===== config.mk =====
export PLATFORM = sky130hd
export DESIGN_NAME = burst_split_rd_top
export DESIGN_NICKNAME = d
export VERILOG_FILES = /design/src/hw/brst_pkg.sv /design/src/hw/ar_splitter.sv /design/src/hw/rd_len_counters.sv /design/src/hw/r_last_ctrl.sv /design/src/hw/burst_split_rd_top.sv
export SDC_FILE = /design/constraint.sdc
export NUM_CORES = 1
export LEC_CHECK = 0
export ABC_AREA = 1
export BUFFER_PORTS_ARGS = -buffer_cell sky130_fd_sc_hd__buf_4
export CORE_ASPECT_RATIO = 0.75
export CORE_MARGIN = 3
export CORE_UTILIZATION = 50
export DETAILED_ROUTE_END_ITERATION = 6
export PLACE_DENSITY = 0.74
export SLEW_MARGIN = 20
export SYNTH_ARGS = -nofsm -noshare
export SYNTH_HDL_FRONTEND = slang
export SYNTH_SLANG_ARGS = --single-unit

===== constraint.sdc =====
create_clock -name clk_i -period 7.3 [get_ports clk_i]
set_input_delay 0.73 -clock clk_i [delete_from_list [all_inputs] [get_ports clk_i]]
set_output_delay 0.73 -clock clk_i [all_outputs]
set_load 0.01 [all_outputs]

===== src/hw/brst_pkg.sv =====
/*
 * Shared definitions for the AXI4 read burst splitter
 * Bus field widths and vector types
 * Burst type encoding and the controller state encodings
 */

`default_nettype none

package brst_pkg;

  // Bus field widths
  localparam int unsigned ADDR_W = 32;
  localparam int unsigned DATA_W = 32;
  localparam int unsigned ID_W   = 4;
  localparam int unsigned LEN_W  = 8;
  localparam int unsigned SIZE_W = 3;

  typedef logic [ADDR_W-1:0] addr_t;
  typedef logic [DATA_W-1:0] data_t;
  typedef logic [ID_W-1:0]   id_t;
  typedef logic [LEN_W-1:0]  len_t;
  typedef logic [SIZE_W-1:0] size_t;

  // AXI burst type, WRAP is not handled
  typedef enum logic [1:0] {
    BURST_FIXED = 2'd0,
    BURST_INCR  = 2'd1
  } burst_e;

  // AR splitter FSM
  typedef enum logic {AR_IDLE, AR_BUSY} ar_state_e;

  // R channel controller FSM
  typedef enum logic {R_FEED, R_WAIT} r_state_e;

endpackage

`default_nettype wire


===== src/hw/ar_splitter.sv =====
/*
 * AR channel splitter
 * Accepts an upstream read burst, requests a beat counter for it
 * and issues one single-beat read downstream per beat
 */

`default_nettype none

module ar_splitter (
  input  logic              clk_i,
  input  logic              rst_n_i,
  input  logic              s_ar_valid_i,
  output logic              s_ar_ready_o,
  input  brst_pkg::id_t     s_ar_id_i,
  input  brst_pkg::addr_t   s_ar_addr_i,
  input  brst_pkg::len_t    s_ar_len_i,
  input  brst_pkg::size_t   s_ar_size_i,
  input  brst_pkg::burst_e  s_ar_burst_i,
  output logic              m_ar_valid_o,
  input  logic              m_ar_ready_i,
  output brst_pkg::id_t     m_ar_id_o,
  output brst_pkg::addr_t   m_ar_addr_o,
  output logic              alloc_req_o,
  input  logic              alloc_gnt_i,
  output brst_pkg::id_t     alloc_id_o,
  output brst_pkg::len_t    alloc_len_o
);

  brst_pkg::ar_state_e state_d, state_q;

  // Stored burst, len_q counts the reads left after the current one
  brst_pkg::id_t    id_d, id_q;
  brst_pkg::addr_t  addr_d, addr_q;
  brst_pkg::len_t   len_d, len_q;
  brst_pkg::size_t  size_d, size_q;
  brst_pkg::burst_e burst_d, burst_q;

  // Address of the following beat, FIXED keeps the address
  function automatic brst_pkg::addr_t next_addr(brst_pkg::addr_t addr,
                                                brst_pkg::size_t size,
                                                brst_pkg::burst_e burst);
    brst_pkg::addr_t step;
    step = brst_pkg::addr_t'(1) << size;
    if (burst == brst_pkg::BURST_INCR) begin
      return addr + step;
    end
    return addr;
  endfunction

  // The counter request always describes the burst on the upstream port
  assign alloc_id_o  = s_ar_id_i;
  assign alloc_len_o = s_ar_len_i;

  always_comb begin
    state_d      = state_q;
    id_d         = id_q;
    addr_d       = addr_q;
    len_d        = len_q;
    size_d       = size_q;
    burst_d      = burst_q;
    s_ar_ready_o = 1'b0;
    alloc_req_o  = 1'b0;
    m_ar_valid_o = 1'b0;
    m_ar_id_o    = id_q;
    m_ar_addr_o  = addr_q;

    case (state_q)
      brst_pkg::AR_IDLE: begin
        if (s_ar_valid_i && alloc_gnt_i) begin
          m_ar_valid_o = 1'b1;
          m_ar_id_o    = s_ar_id_i;
          m_ar_addr_o  = s_ar_addr_i;
          if (s_ar_len_i == '0) begin
            // Single beat, pass through once downstream takes it
            if (m_ar_ready_i) begin
              alloc_req_o  = 1'b1;
              s_ar_ready_o = 1'b1;
            end
          end else begin
            alloc_req_o  = 1'b1;
            s_ar_ready_o = 1'b1;
            id_d         = s_ar_id_i;
            size_d       = s_ar_size_i;
            burst_d      = s_ar_burst_i;
            addr_d       = s_ar_addr_i;
            len_d        = s_ar_len_i;
            if (m_ar_ready_i) begin
              addr_d = next_addr(s_ar_addr_i, s_ar_size_i, s_ar_burst_i);
              len_d  = s_ar_len_i - brst_pkg::len_t'(1);
            end
            state_d = brst_pkg::AR_BUSY;
          end
        end
      end
      brst_pkg::AR_BUSY: begin
        m_ar_valid_o = 1'b1;
        if (m_ar_ready_i) begin
          if (len_q == '0) begin
            state_d = brst_pkg::AR_IDLE;
          end else begin
            len_d  = len_q - brst_pkg::len_t'(1);
            addr_d = next_addr(addr_q, size_q, burst_q);
          end
        end
      end
      default: state_d = brst_pkg::AR_IDLE;
    endcase
  end

  always_ff @(posedge clk_i) begin
    if (!rst_n_i) begin
      state_q <= brst_pkg::AR_IDLE;
    end else begin
      state_q <= state_d;
    end
  end

  always_ff @(posedge clk_i) begin
    id_q    <= id_d;
    addr_q  <= addr_d;
    len_q   <= len_d;
    size_q  <= size_d;
    burst_q <= burst_d;
  end

endmodule

`default_nettype wire


===== src/hw/rd_len_counters.sv =====
/*
 * Pool of read beat counters
 * One slot per outstanding burst, tagged with the burst ID
 * Allocation takes the lowest free slot, lookup matches by ID
 */

`default_nettype none

module rd_len_counters #(
  parameter int unsigned MAX_TXNS = 4
) (
  input  logic            clk_i,
  input  logic            rst_n_i,
  input  logic            alloc_req_i,
  output logic            alloc_gnt_o,
  input  brst_pkg::id_t   alloc_id_i,
  input  brst_pkg::len_t  alloc_len_i,
  input  logic            lk_req_i,
  input  brst_pkg::id_t   lk_id_i,
  output logic            lk_hit_o,
  output brst_pkg::len_t  lk_remain_o,
  input  logic            lk_dec_i
);

  localparam int unsigned IDX_W = (MAX_TXNS > 1) ? $clog2(MAX_TXNS) : 1;

  // One extra bit so that len+1 fits for a 256 beat burst
  localparam logic [brst_pkg::LEN_W:0] CNT_ONE = 1;

  logic                    live_q [MAX_TXNS];
  brst_pkg::id_t           id_q   [MAX_TXNS];
  logic [brst_pkg::LEN_W:0] cnt_q [MAX_TXNS];

  logic                     any_free;
  logic                     id_busy;
  logic [IDX_W-1:0]         free_idx;
  logic                     found;
  logic [IDX_W-1:0]         hit_idx;
  logic [brst_pkg::LEN_W:0] cnt_m1;
  logic                     do_alloc;
  logic                     do_dec;

  // ---------------------------------------------------------------------------
  // Free slot search and ID collision check
  // ---------------------------------------------------------------------------
  always_comb begin
    any_free = 1'b0;
    id_busy  = 1'b0;
    free_idx = '0;
    // Walk downwards so that the lowest free slot is the one kept
    for (int i = MAX_TXNS - 1; i >= 0; i--) begin
      if (!live_q[i]) begin
        any_free = 1'b1;
        free_idx = IDX_W'(i);
      end else if (id_q[i] == alloc_id_i) begin
        id_busy = 1'b1;
      end
    end
  end

  // One burst per ID at a time
  assign alloc_gnt_o = any_free && !id_busy;
  assign do_alloc    = alloc_req_i && alloc_gnt_o;

  // ---------------------------------------------------------------------------
  // Lookup by R ID
  // ---------------------------------------------------------------------------
  always_comb begin
    found   = 1'b0;
    hit_idx = '0;
    for (int i = 0; i < MAX_TXNS; i++) begin
      if (live_q[i] && (id_q[i] == lk_id_i)) begin
        found   = 1'b1;
        hit_idx = IDX_W'(i);
      end
    end
  end

  assign lk_hit_o    = lk_req_i && found;
  assign cnt_m1      = cnt_q[hit_idx] - CNT_ONE;
  assign lk_remain_o = cnt_m1[brst_pkg::LEN_W-1:0];
  assign do_dec      = lk_hit_o && lk_dec_i;

  // ---------------------------------------------------------------------------
  // Slot state
  // ---------------------------------------------------------------------------
  always_ff @(posedge clk_i) begin
    if (!rst_n_i) begin
      for (int i = 0; i < MAX_TXNS; i++) begin
        live_q[i] <= 1'b0;
      end
    end else begin
      if (do_alloc) begin
        live_q[free_idx] <= 1'b1;
      end
      // Last beat of the burst frees the slot
      if (do_dec && (cnt_m1 == '0)) begin
        live_q[hit_idx] <= 1'b0;
      end
    end
  end

  always_ff @(posedge clk_i) begin
    if (do_alloc) begin
      id_q[free_idx]  <= alloc_id_i;
      cnt_q[free_idx] <= {1'b0, alloc_len_i} + CNT_ONE;
    end
    if (do_dec) begin
      cnt_q[hit_idx] <= cnt_m1;
    end
  end

endmodule

`default_nettype wire


===== src/hw/r_last_ctrl.sv =====
/*
 * R channel controller
 * Forwards downstream R beats upstream and rebuilds last
 * from the beat counter that belongs to the beat's ID
 */

`default_nettype none

module r_last_ctrl (
  input  logic            clk_i,
  input  logic            rst_n_i,
  input  logic            m_r_valid_i,
  output logic            m_r_ready_o,
  input  brst_pkg::id_t   m_r_id_i,
  input  brst_pkg::data_t m_r_data_i,
  output logic            s_r_valid_o,
  input  logic            s_r_ready_i,
  output brst_pkg::id_t   s_r_id_o,
  output brst_pkg::data_t s_r_data_o,
  output logic            s_r_last_o,
  output logic            lk_req_o,
  output brst_pkg::id_t   lk_id_o,
  input  logic            lk_hit_i,
  input  brst_pkg::len_t  lk_remain_i,
  output logic            lk_dec_o
);

  brst_pkg::r_state_e state_d, state_q;
  logic               last_d, last_q;

  // Payload goes straight through, only last is rebuilt
  assign s_r_id_o   = m_r_id_i;
  assign s_r_data_o = m_r_data_i;
  assign lk_id_o    = m_r_id_i;

  always_comb begin
    state_d     = state_q;
    last_d      = last_q;
    m_r_ready_o = 1'b0;
    s_r_valid_o = 1'b0;
    s_r_last_o  = 1'b0;
    lk_req_o    = 1'b0;
    lk_dec_o    = 1'b0;

    case (state_q)
      brst_pkg::R_FEED: begin
        if (m_r_valid_i) begin
          lk_req_o = 1'b1;
          if (lk_hit_i) begin
            last_d      = (lk_remain_i == '0);
            s_r_last_o  = last_d;
            lk_dec_o    = 1'b1;
            s_r_valid_o = 1'b1;
            if (s_r_ready_i) begin
              m_r_ready_o = 1'b1;
            end else begin
              // Counter already moved on, keep last for the replay
              state_d = brst_pkg::R_WAIT;
            end
          end
        end
      end
      brst_pkg::R_WAIT: begin
        s_r_valid_o = m_r_valid_i;
        s_r_last_o  = last_q;
        if (m_r_valid_i && s_r_ready_i) begin
          m_r_ready_o = 1'b1;
          state_d     = brst_pkg::R_FEED;
        end
      end
      default: state_d = brst_pkg::R_FEED;
    endcase
  end

  always_ff @(posedge clk_i) begin
    if (!rst_n_i) begin
      state_q <= brst_pkg::R_FEED;
      last_q  <= 1'b0;
    end else begin
      state_q <= state_d;
      last_q  <= last_d;
    end
  end

endmodule

`default_nettype wire


===== src/hw/burst_split_rd_top.sv =====
/*
 * Read-only AXI4 burst splitter, top level
 * Connects the AR splitter, the beat counter pool and the R controller
 */

`default_nettype none

module burst_split_rd_top #(
  parameter int unsigned MAX_TXNS = 4
) (
  input  logic              clk_i,
  input  logic              rst_n_i,
  // Upstream AR
  input  logic              s_ar_valid_i,
  output logic              s_ar_ready_o,
  input  brst_pkg::id_t     s_ar_id_i,
  input  brst_pkg::addr_t   s_ar_addr_i,
  input  brst_pkg::len_t    s_ar_len_i,
  input  brst_pkg::size_t   s_ar_size_i,
  input  brst_pkg::burst_e  s_ar_burst_i,
  // Downstream AR, always single beat
  output logic              m_ar_valid_o,
  input  logic              m_ar_ready_i,
  output brst_pkg::id_t     m_ar_id_o,
  output brst_pkg::addr_t   m_ar_addr_o,
  // Downstream R
  input  logic              m_r_valid_i,
  output logic              m_r_ready_o,
  input  brst_pkg::id_t     m_r_id_i,
  input  brst_pkg::data_t   m_r_data_i,
  // Upstream R
  output logic              s_r_valid_o,
  input  logic              s_r_ready_i,
  output brst_pkg::id_t     s_r_id_o,
  output brst_pkg::data_t   s_r_data_o,
  output logic              s_r_last_o
);

  logic            alloc_req;
  logic            alloc_gnt;
  brst_pkg::id_t   alloc_id;
  brst_pkg::len_t  alloc_len;
  logic            lk_req;
  brst_pkg::id_t   lk_id;
  logic            lk_hit;
  brst_pkg::len_t  lk_remain;
  logic            lk_dec;

  ar_splitter u_ar_splitter (
    .clk_i        (clk_i),
    .rst_n_i      (rst_n_i),
    .s_ar_valid_i (s_ar_valid_i),
    .s_ar_ready_o (s_ar_ready_o),
    .s_ar_id_i    (s_ar_id_i),
    .s_ar_addr_i  (s_ar_addr_i),
    .s_ar_len_i   (s_ar_len_i),
    .s_ar_size_i  (s_ar_size_i),
    .s_ar_burst_i (s_ar_burst_i),
    .m_ar_valid_o (m_ar_valid_o),
    .m_ar_ready_i (m_ar_ready_i),
    .m_ar_id_o    (m_ar_id_o),
    .m_ar_addr_o  (m_ar_addr_o),
    .alloc_req_o  (alloc_req),
    .alloc_gnt_i  (alloc_gnt),
    .alloc_id_o   (alloc_id),
    .alloc_len_o  (alloc_len)
  );

  rd_len_counters #(
    .MAX_TXNS (MAX_TXNS)
  ) u_rd_len_counters (
    .clk_i       (clk_i),
    .rst_n_i     (rst_n_i),
    .alloc_req_i (alloc_req),
    .alloc_gnt_o (alloc_gnt),
    .alloc_id_i  (alloc_id),
    .alloc_len_i (alloc_len),
    .lk_req_i    (lk_req),
    .lk_id_i     (lk_id),
    .lk_hit_o    (lk_hit),
    .lk_remain_o (lk_remain),
    .lk_dec_i    (lk_dec)
  );

  r_last_ctrl u_r_last_ctrl (
    .clk_i       (clk_i),
    .rst_n_i     (rst_n_i),
    .m_r_valid_i (m_r_valid_i),
    .m_r_ready_o (m_r_ready_o),
    .m_r_id_i    (m_r_id_i),
    .m_r_data_i  (m_r_data_i),
    .s_r_valid_o (s_r_valid_o),
    .s_r_ready_i (s_r_ready_i),
    .s_r_id_o    (s_r_id_o),
    .s_r_data_o  (s_r_data_o),
    .s_r_last_o  (s_r_last_o),
    .lk_req_o    (lk_req),
    .lk_id_o     (lk_id),
    .lk_hit_i    (lk_hit),
    .lk_remain_i (lk_remain),
    .lk_dec_o    (lk_dec)
  );

endmodule

`default_nettype wire


==> results of run 1 <==
## routing by layer
layer	global-route usage	share of wire
met1	0.378	0.47
met3	0.0545	0.11
met5	0	0
met2	0.353	0.41
met4	0.0519	0.013
## layout make-up
type                    instances  area [um^2]  area share
clock buffers                  10          229      0.0244
clock inverters                 6         63.8     0.00680
inverters                     157          589      0.0628
multi-input cells             820         4260       0.453
flip-flops and latches        108         3170       0.338
well taps                     210          263      0.0280
repair buffers                106          816      0.0869
## cell families (layout without fill, tap and decap cells)
logic type | after synthesis | count (layout) | synth area share
compound gates | 210 | 210 | 0.133
buf+inv | 222 | 279 | 0.118
flops | 108 | 108 | 0.378
simple gates | 533 | 533 | 0.277
fa+ha+maj | 24 | 24 | 0.0375
mux | 5 | 5 | 0.00670
xor+xnor | 48 | 48 | 0.0500
## tightest hold or removal path: cells and delay by family (launching register included)
| family | cells | cell delay [ns] |
|---|---|---|
| flops | 1 | 0.31 |
| simple gates | 1 | 0.06 |
| compound gates | 1 | 0.06 |
## cells in the mapped netlist, drive strengths merged (2+ instances only)
library cell  instances  area, um^2
ha                   22         275
buf                  42         314
nor2                106         450
o221ai                2        17.5
a21oi                55         275
fa                    2        40.0
xor2                 33         289
nand2               300        1140
o21a                  2        15.0
xnor2                15         131
a21o                  3        22.5
nand3                53         300
o211ai                2        15.0
mux2                  5        56.3
clkbuf               23        86.3
o22ai                 6        37.5
edfxtp              101        3030
inv                 157         589
nand4                23         150
o21ai               126         631
a31oi                 3        18.8
or2                   5        31.3
dfxtp                 7         140
a22oi                 3        22.5
o21bai                2        15.0
nor4                  6        37.5
nand3b                4        30.0
nor3                 34         170
a2bb2oi               2        17.5
## metrics by stage
| stage | worst slack, ns | cells |
|---|---|---|
| after detailed placement | 2.88 | 1400 |
| final | 3.13 | 1417 |
| after floorplan | 3.23 | 1150 |
| after global placement | 2.98 | 1400 |
| after CTS | 3.07 | 1416 |
| after global routing | 2.77 | 1417 |
## sequential cells by signal, summed over array words and instances (netlist names)
| name | cells |
|---|---|
| u_rd_len_counters.id_q | 16 |
| u_ar_splitter.state_q | 1 |
| u_ar_splitter.id_q | 4 |
| u_ar_splitter.len_q | 8 |
| u_rd_len_counters.live_q | 4 |
| u_ar_splitter.size_q | 3 |
| u_r_last_ctrl.state_q | 1 |
| u_ar_splitter.burst_q | 2 |
| u_r_last_ctrl.last_q | 1 |
| u_ar_splitter.addr_q | 32 |
| u_rd_len_counters.cnt_q | 36 |
## power by group through the flow
stage	Clock, uW	Sequential [uW]	Combinational, uW
5_1_grt	532	771	439
3_3_place_gp	0	779	376
2_1_floorplan	0	768	260
4_1_cts	505	766	385
6_report	498	766	391
3_5_place_dp	0	779	383
## worst min path at each step
stage	startpoint	slack, ns	end
3_5_place_dp	u_r_last_ctrl.last_q	0.46	u_r_last_ctrl.last_q
2_1_floorplan	u_r_last_ctrl.last_q	0.45	u_r_last_ctrl.last_q
5_1_grt	u_r_last_ctrl.last_q	0.52	u_r_last_ctrl.last_q
3_3_place_gp	u_r_last_ctrl.last_q	0.45	u_r_last_ctrl.last_q
4_1_cts	u_r_last_ctrl.last_q	0.47	u_r_last_ctrl.last_q
6_report	u_r_last_ctrl.last_q	0.47	u_r_last_ctrl.last_q
==> impl_results.html, run 1 <==
<table>
<tr><th>Metric</th><th>Value</th></tr>
<tr><th colspan="2">Run status</th></tr>
<tr><td>Outcome</td><td>finished clean</td></tr>
<tr><th colspan="2">Finish</th></tr>
<tr><td>Final nets</td><td>1317</td></tr>
<tr><td>Most frequent cells in the layout</td><td>293 x nand2_1, 151 x inv_1, 120 x o21ai_0, 105 x buf_4, 101 x edfxtp_1</td></tr>
<tr><td>Most common cell after layout, fill and taps aside</td><td>nand2_1</td></tr>
<tr><td>Core utilization of the finished layout</td><td>0.579</td></tr>
<tr><td>Area Overhead vs Synth</td><td>11.8%</td></tr>
<tr><td>N_diodes</td><td>0</td></tr>
<tr><td>Post-route cell area</td><td>0.00939 mm^2</td></tr>
<tr><td>Filler cell count in the final layout</td><td>1498</td></tr>
<tr><td>Share of final-layout standard cells stronger than drive strength 1</td><td>0.139</td></tr>
<tr><th colspan="2">Pwr</th></tr>
<tr><td>Switching power as a share of total power</td><td>0.304</td></tr>
<tr><td>PD cells</td><td>176 mW/mm^2</td></tr>
<tr><td>Highest ir drop seen on vdd</td><td>119 uV</td></tr>
<tr><td>Leakage</td><td>0.00425 uW</td></tr>
<tr><td>Fraction of power consumed by combinational cells</td><td>0.236</td></tr>
<tr><td>Switching power total</td><td>503 uW</td></tr>
<tr><td>Internal power summed over all cells</td><td>1150 uW</td></tr>
<tr><td>Seq pwr share</td><td>0.463</td></tr>
<tr><td>Pwr Total</td><td>1650 uW</td></tr>
<tr><td>Clk network pwr share</td><td>0.301</td></tr>
<tr><th colspan="2">Floorplanning</th></tr>
<tr><td>Total Die Area</td><td>0.0184 mm^2</td></tr>
<tr><td>Vertical die dimension</td><td>118 um</td></tr>
<tr><td>Core footprint</td><td>0.0162 mm^2</td></tr>
<tr><td>Die X-Extent</td><td>156 um</td></tr>
<tr><td>Num ports</td><td>168</td></tr>
<tr><td>Initial cell density of the core</td><td>0.518</td></tr>
<tr><td>Standard-cell row count</td><td>40</td></tr>
<tr><th colspan="2">Yosys</th></tr>
<tr><td>Average cell area after synthesis</td><td>7.30 um^2</td></tr>
<tr><td>Number of flops mapped to enable cells by yosys</td><td>101</td></tr>
<tr><td>Yosys Warn Count</td><td>0</td></tr>
<tr><td>Post-synth ARST share</td><td>0</td></tr>
<tr><td>Distinct cells, synth</td><td>45</td></tr>
<tr><td>Post-Syn Nets</td><td>1265</td></tr>
<tr><td>Synth Cell Area</td><td>0.00840 mm^2</td></tr>
<tr><td>Main synth FF type</td><td>edfxtp_1</td></tr>
<tr><td>Register area share after synthesis</td><td>0.378</td></tr>
<tr><td>Flops &amp; latches, synth</td><td>108</td></tr>
<tr><td>Synthesized netlist cell count</td><td>1150</td></tr>
<tr><th colspan="2">Placed design</th></tr>
<tr><td>HPWL after detailed placement</td><td>17400 um</td></tr>
<tr><td>Number of buffers added on ports</td><td>103</td></tr>
<tr><td>RD Place Congestion</td><td>1.01</td></tr>
<tr><td>Post-place instance area</td><td>0.00906 mm^2</td></tr>
<tr><th colspan="2">STA</th></tr>
<tr><td>Clock skew</td><td>0.00889 ns</td></tr>
<tr><td>Final Cycle Share</td><td>0.571</td></tr>
<tr><td>Final setup fails</td><td>0</td></tr>
<tr><td>Slew HR</td><td>0.293</td></tr>
<tr><td>Final Hold Slack</td><td>0.472 ns</td></tr>
<tr><td>Final Hold Fails</td><td>0</td></tr>
<tr><td>Highest clock frequency the design can meet</td><td>240 MHz</td></tr>
<tr><td>Transition time at the pin with the least slew margin</td><td>1.05 ns</td></tr>
<tr><td>Setup_tns</td><td>0 ns</td></tr>
<tr><td>Max-slew violation total from the final report</td><td>0</td></tr>
<tr><td>RSZ-0062 raised after global routing</td><td>false</td></tr>
<tr><td>Crit path time final</td><td>4.17 ns</td></tr>
<tr><th colspan="2">Run</th></tr>
<tr><td>Number of violations of the max-capacitance limit</td><td>0</td></tr>
<tr><th colspan="2">Detailed routing</th></tr>
<tr><td>DRT Wirelength</td><td>22800 um</td></tr>
<tr><td>First-pass iteration count of the detailed router</td><td>5</td></tr>
<tr><td>Average via count per standard cell</td><td>5.53</td></tr>
<tr><td>Number of DRC violations after detailed-routing iteration 0</td><td>943</td></tr>
<tr><td>Number of antenna-violating nets in the routed design</td><td>0</td></tr>
<tr><td>DRC violation count after routing</td><td>0</td></tr>
<tr><td>Routed via count</td><td>7839</td></tr>
<tr><td>Drt wl/cell</td><td>16.1 um</td></tr>
<tr><th colspan="2">Min path</th></tr>
<tr><td>Cell depth of the worst hold path</td><td>2</td></tr>
<tr><td>Kind of path behind the tightest hold check</td><td>reg -&gt; reg</td></tr>
<tr><th colspan="2">CTS</th></tr>
<tr><td>Number of hold buffers added after cts</td><td>0</td></tr>
<tr><td>Number of buffers created by CTS</td><td>9</td></tr>
<tr><td>Clock-pin slew of the registers on the worst-case setup and hold paths</td><td>0.07 ns</td></tr>
<tr><td>Max H-tree Level</td><td>3</td></tr>
<tr><td>Number of gates resized after CTS</td><td>0</td></tr>
<tr><td>TritonCTS clock tree</td><td>built</td></tr>
<tr><td>Buffer levels on the longest clock path</td><td>2</td></tr>
<tr><td>Number of clock sinks</td><td>108</td></tr>
<tr><td>Setup Buffers After CTS</td><td>0</td></tr>
<tr><td>CTS Root Buffer Type</td><td>clkbuf_16</td></tr>
<tr><td>Clock insertion delay at the later pin of the skew report</td><td>0.36 ns</td></tr>
<tr><th colspan="2">GRT</th></tr>
<tr><td>Via count of the first global-routing pass</td><td>7002</td></tr>
<tr><td>Number of antenna violations at the first check in global routing</td><td>0</td></tr>
<tr><td>Maximum number of pins on one net before global-route repair</td><td>68</td></tr>
<tr><td>Global-route wire length before repair</td><td>36400 um</td></tr>
<tr><td>Overall Global Routing Usage</td><td>0.246</td></tr>
<tr><td>Overflow after GRT</td><td>0</td></tr>
<tr><th colspan="2">Critical path</th></tr>
<tr><td>CP arrival</td><td>3.44 ns</td></tr>
<tr><td>Chain of cells forming the critical path</td><td>buf_4 &gt; inv_2 &gt; nor2_1 &gt; nor2_1 &gt; nand3_1 &gt; nand3_1 &gt; inv_1 &gt; nand2_1 &gt; nand3_2 &gt; ha_1 &gt; nand3_1 &gt; nand2_1 &gt; nor2_1 &gt; nand3_1 &gt; nor2_2 &gt; nand2_1 &gt; nand2_1 &gt; buf_4</td></tr>
<tr><td>Beginning of the critical path</td><td>m_r_id_i[3]</td></tr>
<tr><td>Setup slack, reg-to-reg</td><td>3.60 ns</td></tr>
<tr><td>FF-to-FF Start</td><td>u_rd_len_counters.id_q[2][1]</td></tr>
<tr><td>Worst path required time</td><td>6.57 ns</td></tr>
<tr><td>R2R depth</td><td>12</td></tr>
<tr><td>Endpoint class of the critical path</td><td>output pin</td></tr>
<tr><td>Critical register-to-register path endpoint</td><td>u_rd_len_counters.cnt_q[3][0]</td></tr>
<tr><td>Cell type group with the largest total delay on the critical path</td><td>simple AND/OR/NAND/NOR gates</td></tr>
<tr><td>Standard cell with the maximum stage delay on the critical path</td><td>nand3_1</td></tr>
<tr><td>Crit start category</td><td>input pin</td></tr>
<tr><td>Crit path buffers/inverters</td><td>4</td></tr>
<tr><td>Logic depth of the worst path, buffers included</td><td>18</td></tr>
<tr><td>Highest fanout seen on the critical path</td><td>11</td></tr>
<tr><td>CP Class</td><td>in -&gt; out</td></tr>
<tr><td>Largest incremental delay on the critical path</td><td>0.45 ns</td></tr>
<tr><td>Worst Setup EP</td><td>s_r_last_o</td></tr>
</table>
No activity file was read; power rests on OpenSTA's default activity.
==> run 2: changes to the inputs <==
- ABC_AREA: 1 -> 0
- PLACE_DENSITY: 0.74 -> 0.77
- clock period: 7.3 -> 3.7 ns (I/O delays scaled with it)
==> impl_results.html, run 2 <==
<table>
<tr><th>Metric</th><th>Value</th></tr>
<tr><th colspan="2">Yosys</th></tr>
<tr><td>Distinct cells, synth</td><td>71 (+58%)</td></tr>
<tr><td>Register area share after synthesis</td><td>0.387 (+0.00958)</td></tr>
<tr><td>Average cell area after synthesis</td><td>9.80 um^2 (+34%)</td></tr>
<tr><td>Number of flops mapped to enable cells by yosys</td><td>101 (unchanged)</td></tr>
<tr><td>Synth Cell Area</td><td>0.00819 mm^2 (-2.5%)</td></tr>
<tr><td>Yosys Warn Count</td><td>0 (unchanged)</td></tr>
<tr><td>Top cell types by occurrence after synthesis</td><td>101 x edfxtp_1, 66 x nand2_1, 64 x xnor2_1</td></tr>
<tr><td>Synthesized netlist cell count</td><td>836 (-27%)</td></tr>
<tr><td>Post-Syn Nets</td><td>951 (-25%)</td></tr>
<tr><td>Post-synth ARST share</td><td>0 (unchanged)</td></tr>
<tr><td>Leading cell type by number of instances after synthesis</td><td>edfxtp_1</td></tr>
<tr><td>Main synth FF type</td><td>edfxtp_1</td></tr>
<tr><td>Leading cell types by total area after synthesis</td><td>edfxtp_1 37%, xnor2_1 6.8%, mux2i_1 6.7%</td></tr>
<tr><td>Share of Yosys cell area claimed by the top area cell type</td><td>0.370 (+0.00915)</td></tr>
<tr><td>Post-synth top area cell</td><td>edfxtp_1</td></tr>
<tr><td>Flops &amp; latches, synth</td><td>108 (unchanged)</td></tr>
<tr><th colspan="2">CTS</th></tr>
<tr><td>Clock-pin slew of the registers on the worst-case setup and hold paths</td><td>0.08 ns (about the same)</td></tr>
<tr><td>Buffer levels on the longest clock path</td><td>2 (unchanged)</td></tr>
<tr><td>Number of clock sinks</td><td>108 (unchanged)</td></tr>
<tr><td>TritonCTS clock tree</td><td>built</td></tr>
<tr><td>Clock insertion delay at the later pin of the skew report</td><td>0.36 ns (about the same)</td></tr>
<tr><td>Max H-tree Level</td><td>3 (unchanged)</td></tr>
<tr><td>Number of buffers created by CTS</td><td>9 (unchanged)</td></tr>
<tr><td>CTS Root Buffer Type</td><td>clkbuf_16</td></tr>
<tr><th colspan="2">STA</th></tr>
<tr><td>Final setup fails</td><td>0 (unchanged)</td></tr>
<tr><td>Crit path time final</td><td>3.66 ns</td></tr>
<tr><td>Highest clock frequency the design can meet</td><td>273 MHz</td></tr>
<tr><td>Clock skew</td><td>0.0120 ns (+0.00308 ns)</td></tr>
<tr><td>Final Hold Fails</td><td>0 (unchanged)</td></tr>
<tr><td>RSZ-0062 raised after global routing</td><td>true</td></tr>
<tr><td>Final Hold Slack</td><td>0.204 ns (-0.268 ns)</td></tr>
<tr><td>Worst setup slack after layout</td><td>0.0433 ns (-3.09 ns)</td></tr>
<tr><td>Max-slew violation total from the final report</td><td>0 (unchanged)</td></tr>
<tr><td>Final Cycle Share</td><td>0.988</td></tr>
<tr><td>Slew HR</td><td>0.470 (+0.177)</td></tr>
<tr><td>Transition time at the pin with the least slew margin</td><td>0.796 ns (-0.258 ns)</td></tr>
<tr><th colspan="2">Critical path</th></tr>
<tr><td>FF-to-FF Start</td><td>u_ar_splitter.size_q[2]</td></tr>
<tr><td>Critical register-to-register path endpoint</td><td>u_ar_splitter.addr_q[24]</td></tr>
<tr><td>Worst path required time</td><td>3.33 ns (-3.24 ns)</td></tr>
<tr><td>Setup slack, reg-to-reg</td><td>0.24 ns (-3.36 ns)</td></tr>
<tr><td>Crit start category</td><td>flop</td></tr>
<tr><td>CP arrival</td><td>3.29 ns (-0.15 ns)</td></tr>
<tr><td>R2R depth</td><td>12 (unchanged)</td></tr>
<tr><td>Endpoint class of the critical path</td><td>output pin</td></tr>
<tr><td>Highest fanout seen on the critical path</td><td>3 (-8)</td></tr>
<tr><td>CP Class</td><td>reg -&gt; out</td></tr>
<tr><td>Beginning of the critical path</td><td>u_rd_len_counters.id_q[1][3]</td></tr>
<tr><td>Worst Setup EP</td><td>s_r_last_o</td></tr>
<tr><th colspan="2">Pwr</th></tr>
<tr><td>Highest ir drop seen on vdd</td><td>261 uV (+120%)</td></tr>
<tr><td>Switching power as a share of total power</td><td>0.293 (-0.0112)</td></tr>
<tr><td>Seq pwr share</td><td>0.460 (-0.003)</td></tr>
<tr><td>Fraction of power consumed by combinational cells</td><td>0.236 (about the same)</td></tr>
<tr><td>Switching power total</td><td>970 uW (+93%)</td></tr>
<tr><td>Internal power summed over all cells</td><td>2340 uW (+100%)</td></tr>
<tr><td>PD cells</td><td>348 mW/mm^2 (+98%)</td></tr>
<tr><td>Clk network pwr share</td><td>0.304 (+0.003)</td></tr>
<tr><td>Leakage</td><td>0.00364 uW (-14%)</td></tr>
<tr><th colspan="2">Floorplanning</th></tr>
<tr><td>Initial cell density of the core</td><td>0.525 (+0.00662)</td></tr>
<tr><td>Num ports</td><td>168 (unchanged)</td></tr>
<tr><td>Die X-Extent</td><td>154 um (-1.2%)</td></tr>
<tr><td>Standard-cell row count</td><td>39 (-2.5%)</td></tr>
<tr><td>Core footprint</td><td>0.0156 mm^2 (-3.7%)</td></tr>
<tr><td>Vertical die dimension</td><td>117 um (-1.2%)</td></tr>
<tr><td>Total Die Area</td><td>0.0180 mm^2 (-2.4%)</td></tr>
<tr><th colspan="2">Finish</th></tr>
<tr><td>Share of final-layout standard cells stronger than drive strength 1</td><td>0.251 (+0.112)</td></tr>
<tr><td>Most frequent cells in the layout</td><td>148 x buf_4, 101 x edfxtp_1, 65 x nand2_1, 62 x xnor2_1, 55 x mux2i_1</td></tr>
<tr><td>Most common cell after layout, fill and taps aside</td><td>buf_4</td></tr>
<tr><td>N_diodes</td><td>0 (unchanged)</td></tr>
<tr><td>Core utilization of the finished layout</td><td>0.609 (+0.0301)</td></tr>
<tr><td>Final nets</td><td>1034 (-21%)</td></tr>
<tr><td>Combined area of the multi-input logic cells</td><td>0.00449 mm^2 (+5.6%)</td></tr>
<tr><td>Largest registers</td><td>u_rd_len_counters.cnt_q (36), u_ar_splitter.addr_q (32), u_rd_len_counters.id_q (16)</td></tr>
<tr><td>Register containing the most flip-flops in the final layout</td><td>u_rd_len_counters.cnt_q</td></tr>
<tr><td>Max FFs per register</td><td>36 (unchanged)</td></tr>
<tr><td>Area Overhead vs Synth</td><td>16.1%</td></tr>
<tr><td>Filler cell count in the final layout</td><td>1296 (-13%)</td></tr>
<tr><td>Storage element area</td><td>0.00317 mm^2 (about the same)</td></tr>
<tr><th colspan="2">GRT</th></tr>
<tr><td>Number of antenna violations at the first check in global routing</td><td>0 (unchanged)</td></tr>
<tr><td>Global-route wire length before repair</td><td>33100 um (-9.2%)</td></tr>
<tr><td>Via count of the first global-routing pass</td><td>6095 (-13%)</td></tr>
<tr><td>Maximum number of pins on one net before global-route repair</td><td>62 (-8.8%)</td></tr>
<tr><td>Overall Global Routing Usage</td><td>0.233 (-0.0126)</td></tr>
<tr><td>Overflow after GRT</td><td>0 (unchanged)</td></tr>
<tr><th colspan="2">Placed design</th></tr>
<tr><td>Number of buffers added on ports</td><td>103 (unchanged)</td></tr>
<tr><td>Worst setup slack after placement</td><td>0.176 ns (-2.71 ns)</td></tr>
<tr><td>HPWL after detailed placement</td><td>16200 um (-7.0%)</td></tr>
<tr><td>RD Place Congestion</td><td>0.950 (-5.8%)</td></tr>
<tr><th colspan="2">Min path</th></tr>
<tr><td>Kind of path behind the tightest hold check</td><td>in -&gt; reg</td></tr>
<tr><th colspan="2">Run status</th></tr>
<tr><td>Outcome</td><td>finished clean</td></tr>
<tr><th colspan="2">Detailed routing</th></tr>
<tr><td>Average via count per standard cell</td><td>5.90 (+6.7%)</td></tr>
<tr><td>Number of DRC violations after detailed-routing iteration 0</td><td>740 (-22%)</td></tr>
<tr><td>Routed via count</td><td>6663 (-15%)</td></tr>
<tr><td>Number of antenna-violating nets in the routed design</td><td>0 (unchanged)</td></tr>
<tr><td>First-pass iteration count of the detailed router</td><td>7 (+2)</td></tr>
<tr><td>Drt wl/cell</td><td>19.1 um (+18%)</td></tr>
<tr><td>DRC violation count after routing</td><td>0 (unchanged)</td></tr>
<tr><td>DRT Wirelength</td><td>21500 um (-5.8%)</td></tr>
<tr><th colspan="2">Run</th></tr>
<tr><td>Number of violations of the max-capacitance limit</td><td>0 (unchanged)</td></tr>
</table>
## run 2: layout make-up
type / instances / share of cell area
Multi-Input combinational cell: 611 / 0.472
Sequential cell: 108 / 0.334
Timing Repair Buffer: 149 / 0.119
Tap cell: 205 / 0.0270
Clock buffer: 9 / 0.0237
Inverter: 40 / 0.0158
Clock inverter: 7 / 0.00868
## run 2: timing repair
action / 4_1_cts / 5_1_grt
resized for setup: 5 / 8
pin swaps: 6 / 3
hold buffers: 0 / 0
endpoints found under the setup margin: 1 / 8
buffers inserted: 8 / 3
## run 2: critical path, stage by stage, from the launching register on
cell and delay (ns):
edfxtp_1 0.46, nor2b_1 0.19, or3_4 0.35, o31ai_1 0.29, a311oi_2 0.17, a21oi_1 0.23, nor4b_4 0.34, buf_4 0.19
xnor2_1 0.11, a2111oi_4 0.34, a21o_1 0.13, buf_4 0.11
## run 2: worst min-delay path by stage
stage	cells past startpoint	to	from
detailed placement	2	u_r_last_ctrl.state_q	u_r_last_ctrl.state_q
global route	1	u_ar_splitter.burst_q[1]	s_ar_burst_i[1]
CTS	1	u_ar_splitter.burst_q[1]	s_ar_burst_i[1]
global placement	2	u_r_last_ctrl.state_q	u_r_last_ctrl.state_q
floorplan	2	u_r_last_ctrl.state_q	u_r_last_ctrl.state_q
finish	1	u_ar_splitter.burst_q[1]	s_ar_burst_i[1]
## run 2: power by group through the flow
stage          combinational, uW  sequential (uW)  clock (uW)
6_report                     783             1520        1010
5_1_grt                      853             1530        1070
4_1_cts                      771             1520        1020
3_5_place_dp                 756             1550           0
3_3_place_gp                 741             1550           0
2_1_floorplan                509             1520           0
## run 2: kinds of logic after synthesis
logic type	synth area share
buffers and inverters	0.0724
multiplexers	0.114
AND/OR/NAND/NOR	0.158
adder cells (fa/ha/maj)	0.0385
AO/OA/AOI/OAI	0.115
flip-flops	0.387
XOR/XNOR	0.115
## run 2: routing by layer
metal  GRT usage  part of all wire
met3      0.0540              0.10
met1       0.367              0.48
met5           0                 0
met2       0.325              0.41
met4      0.0506             0.013
## run 2: metrics by stage
step                      area, um^2  power, uW  std cells  TNS [ns]
final                           9510       3310       1129         0
after global placement          9070       2290       1102         0
after detailed placement        9070       2300       1102         0
after global routing            9510       3460       1129    -0.141
after floorplan                 8200       2030        836         0
after CTS                       9460       3320       1126         0
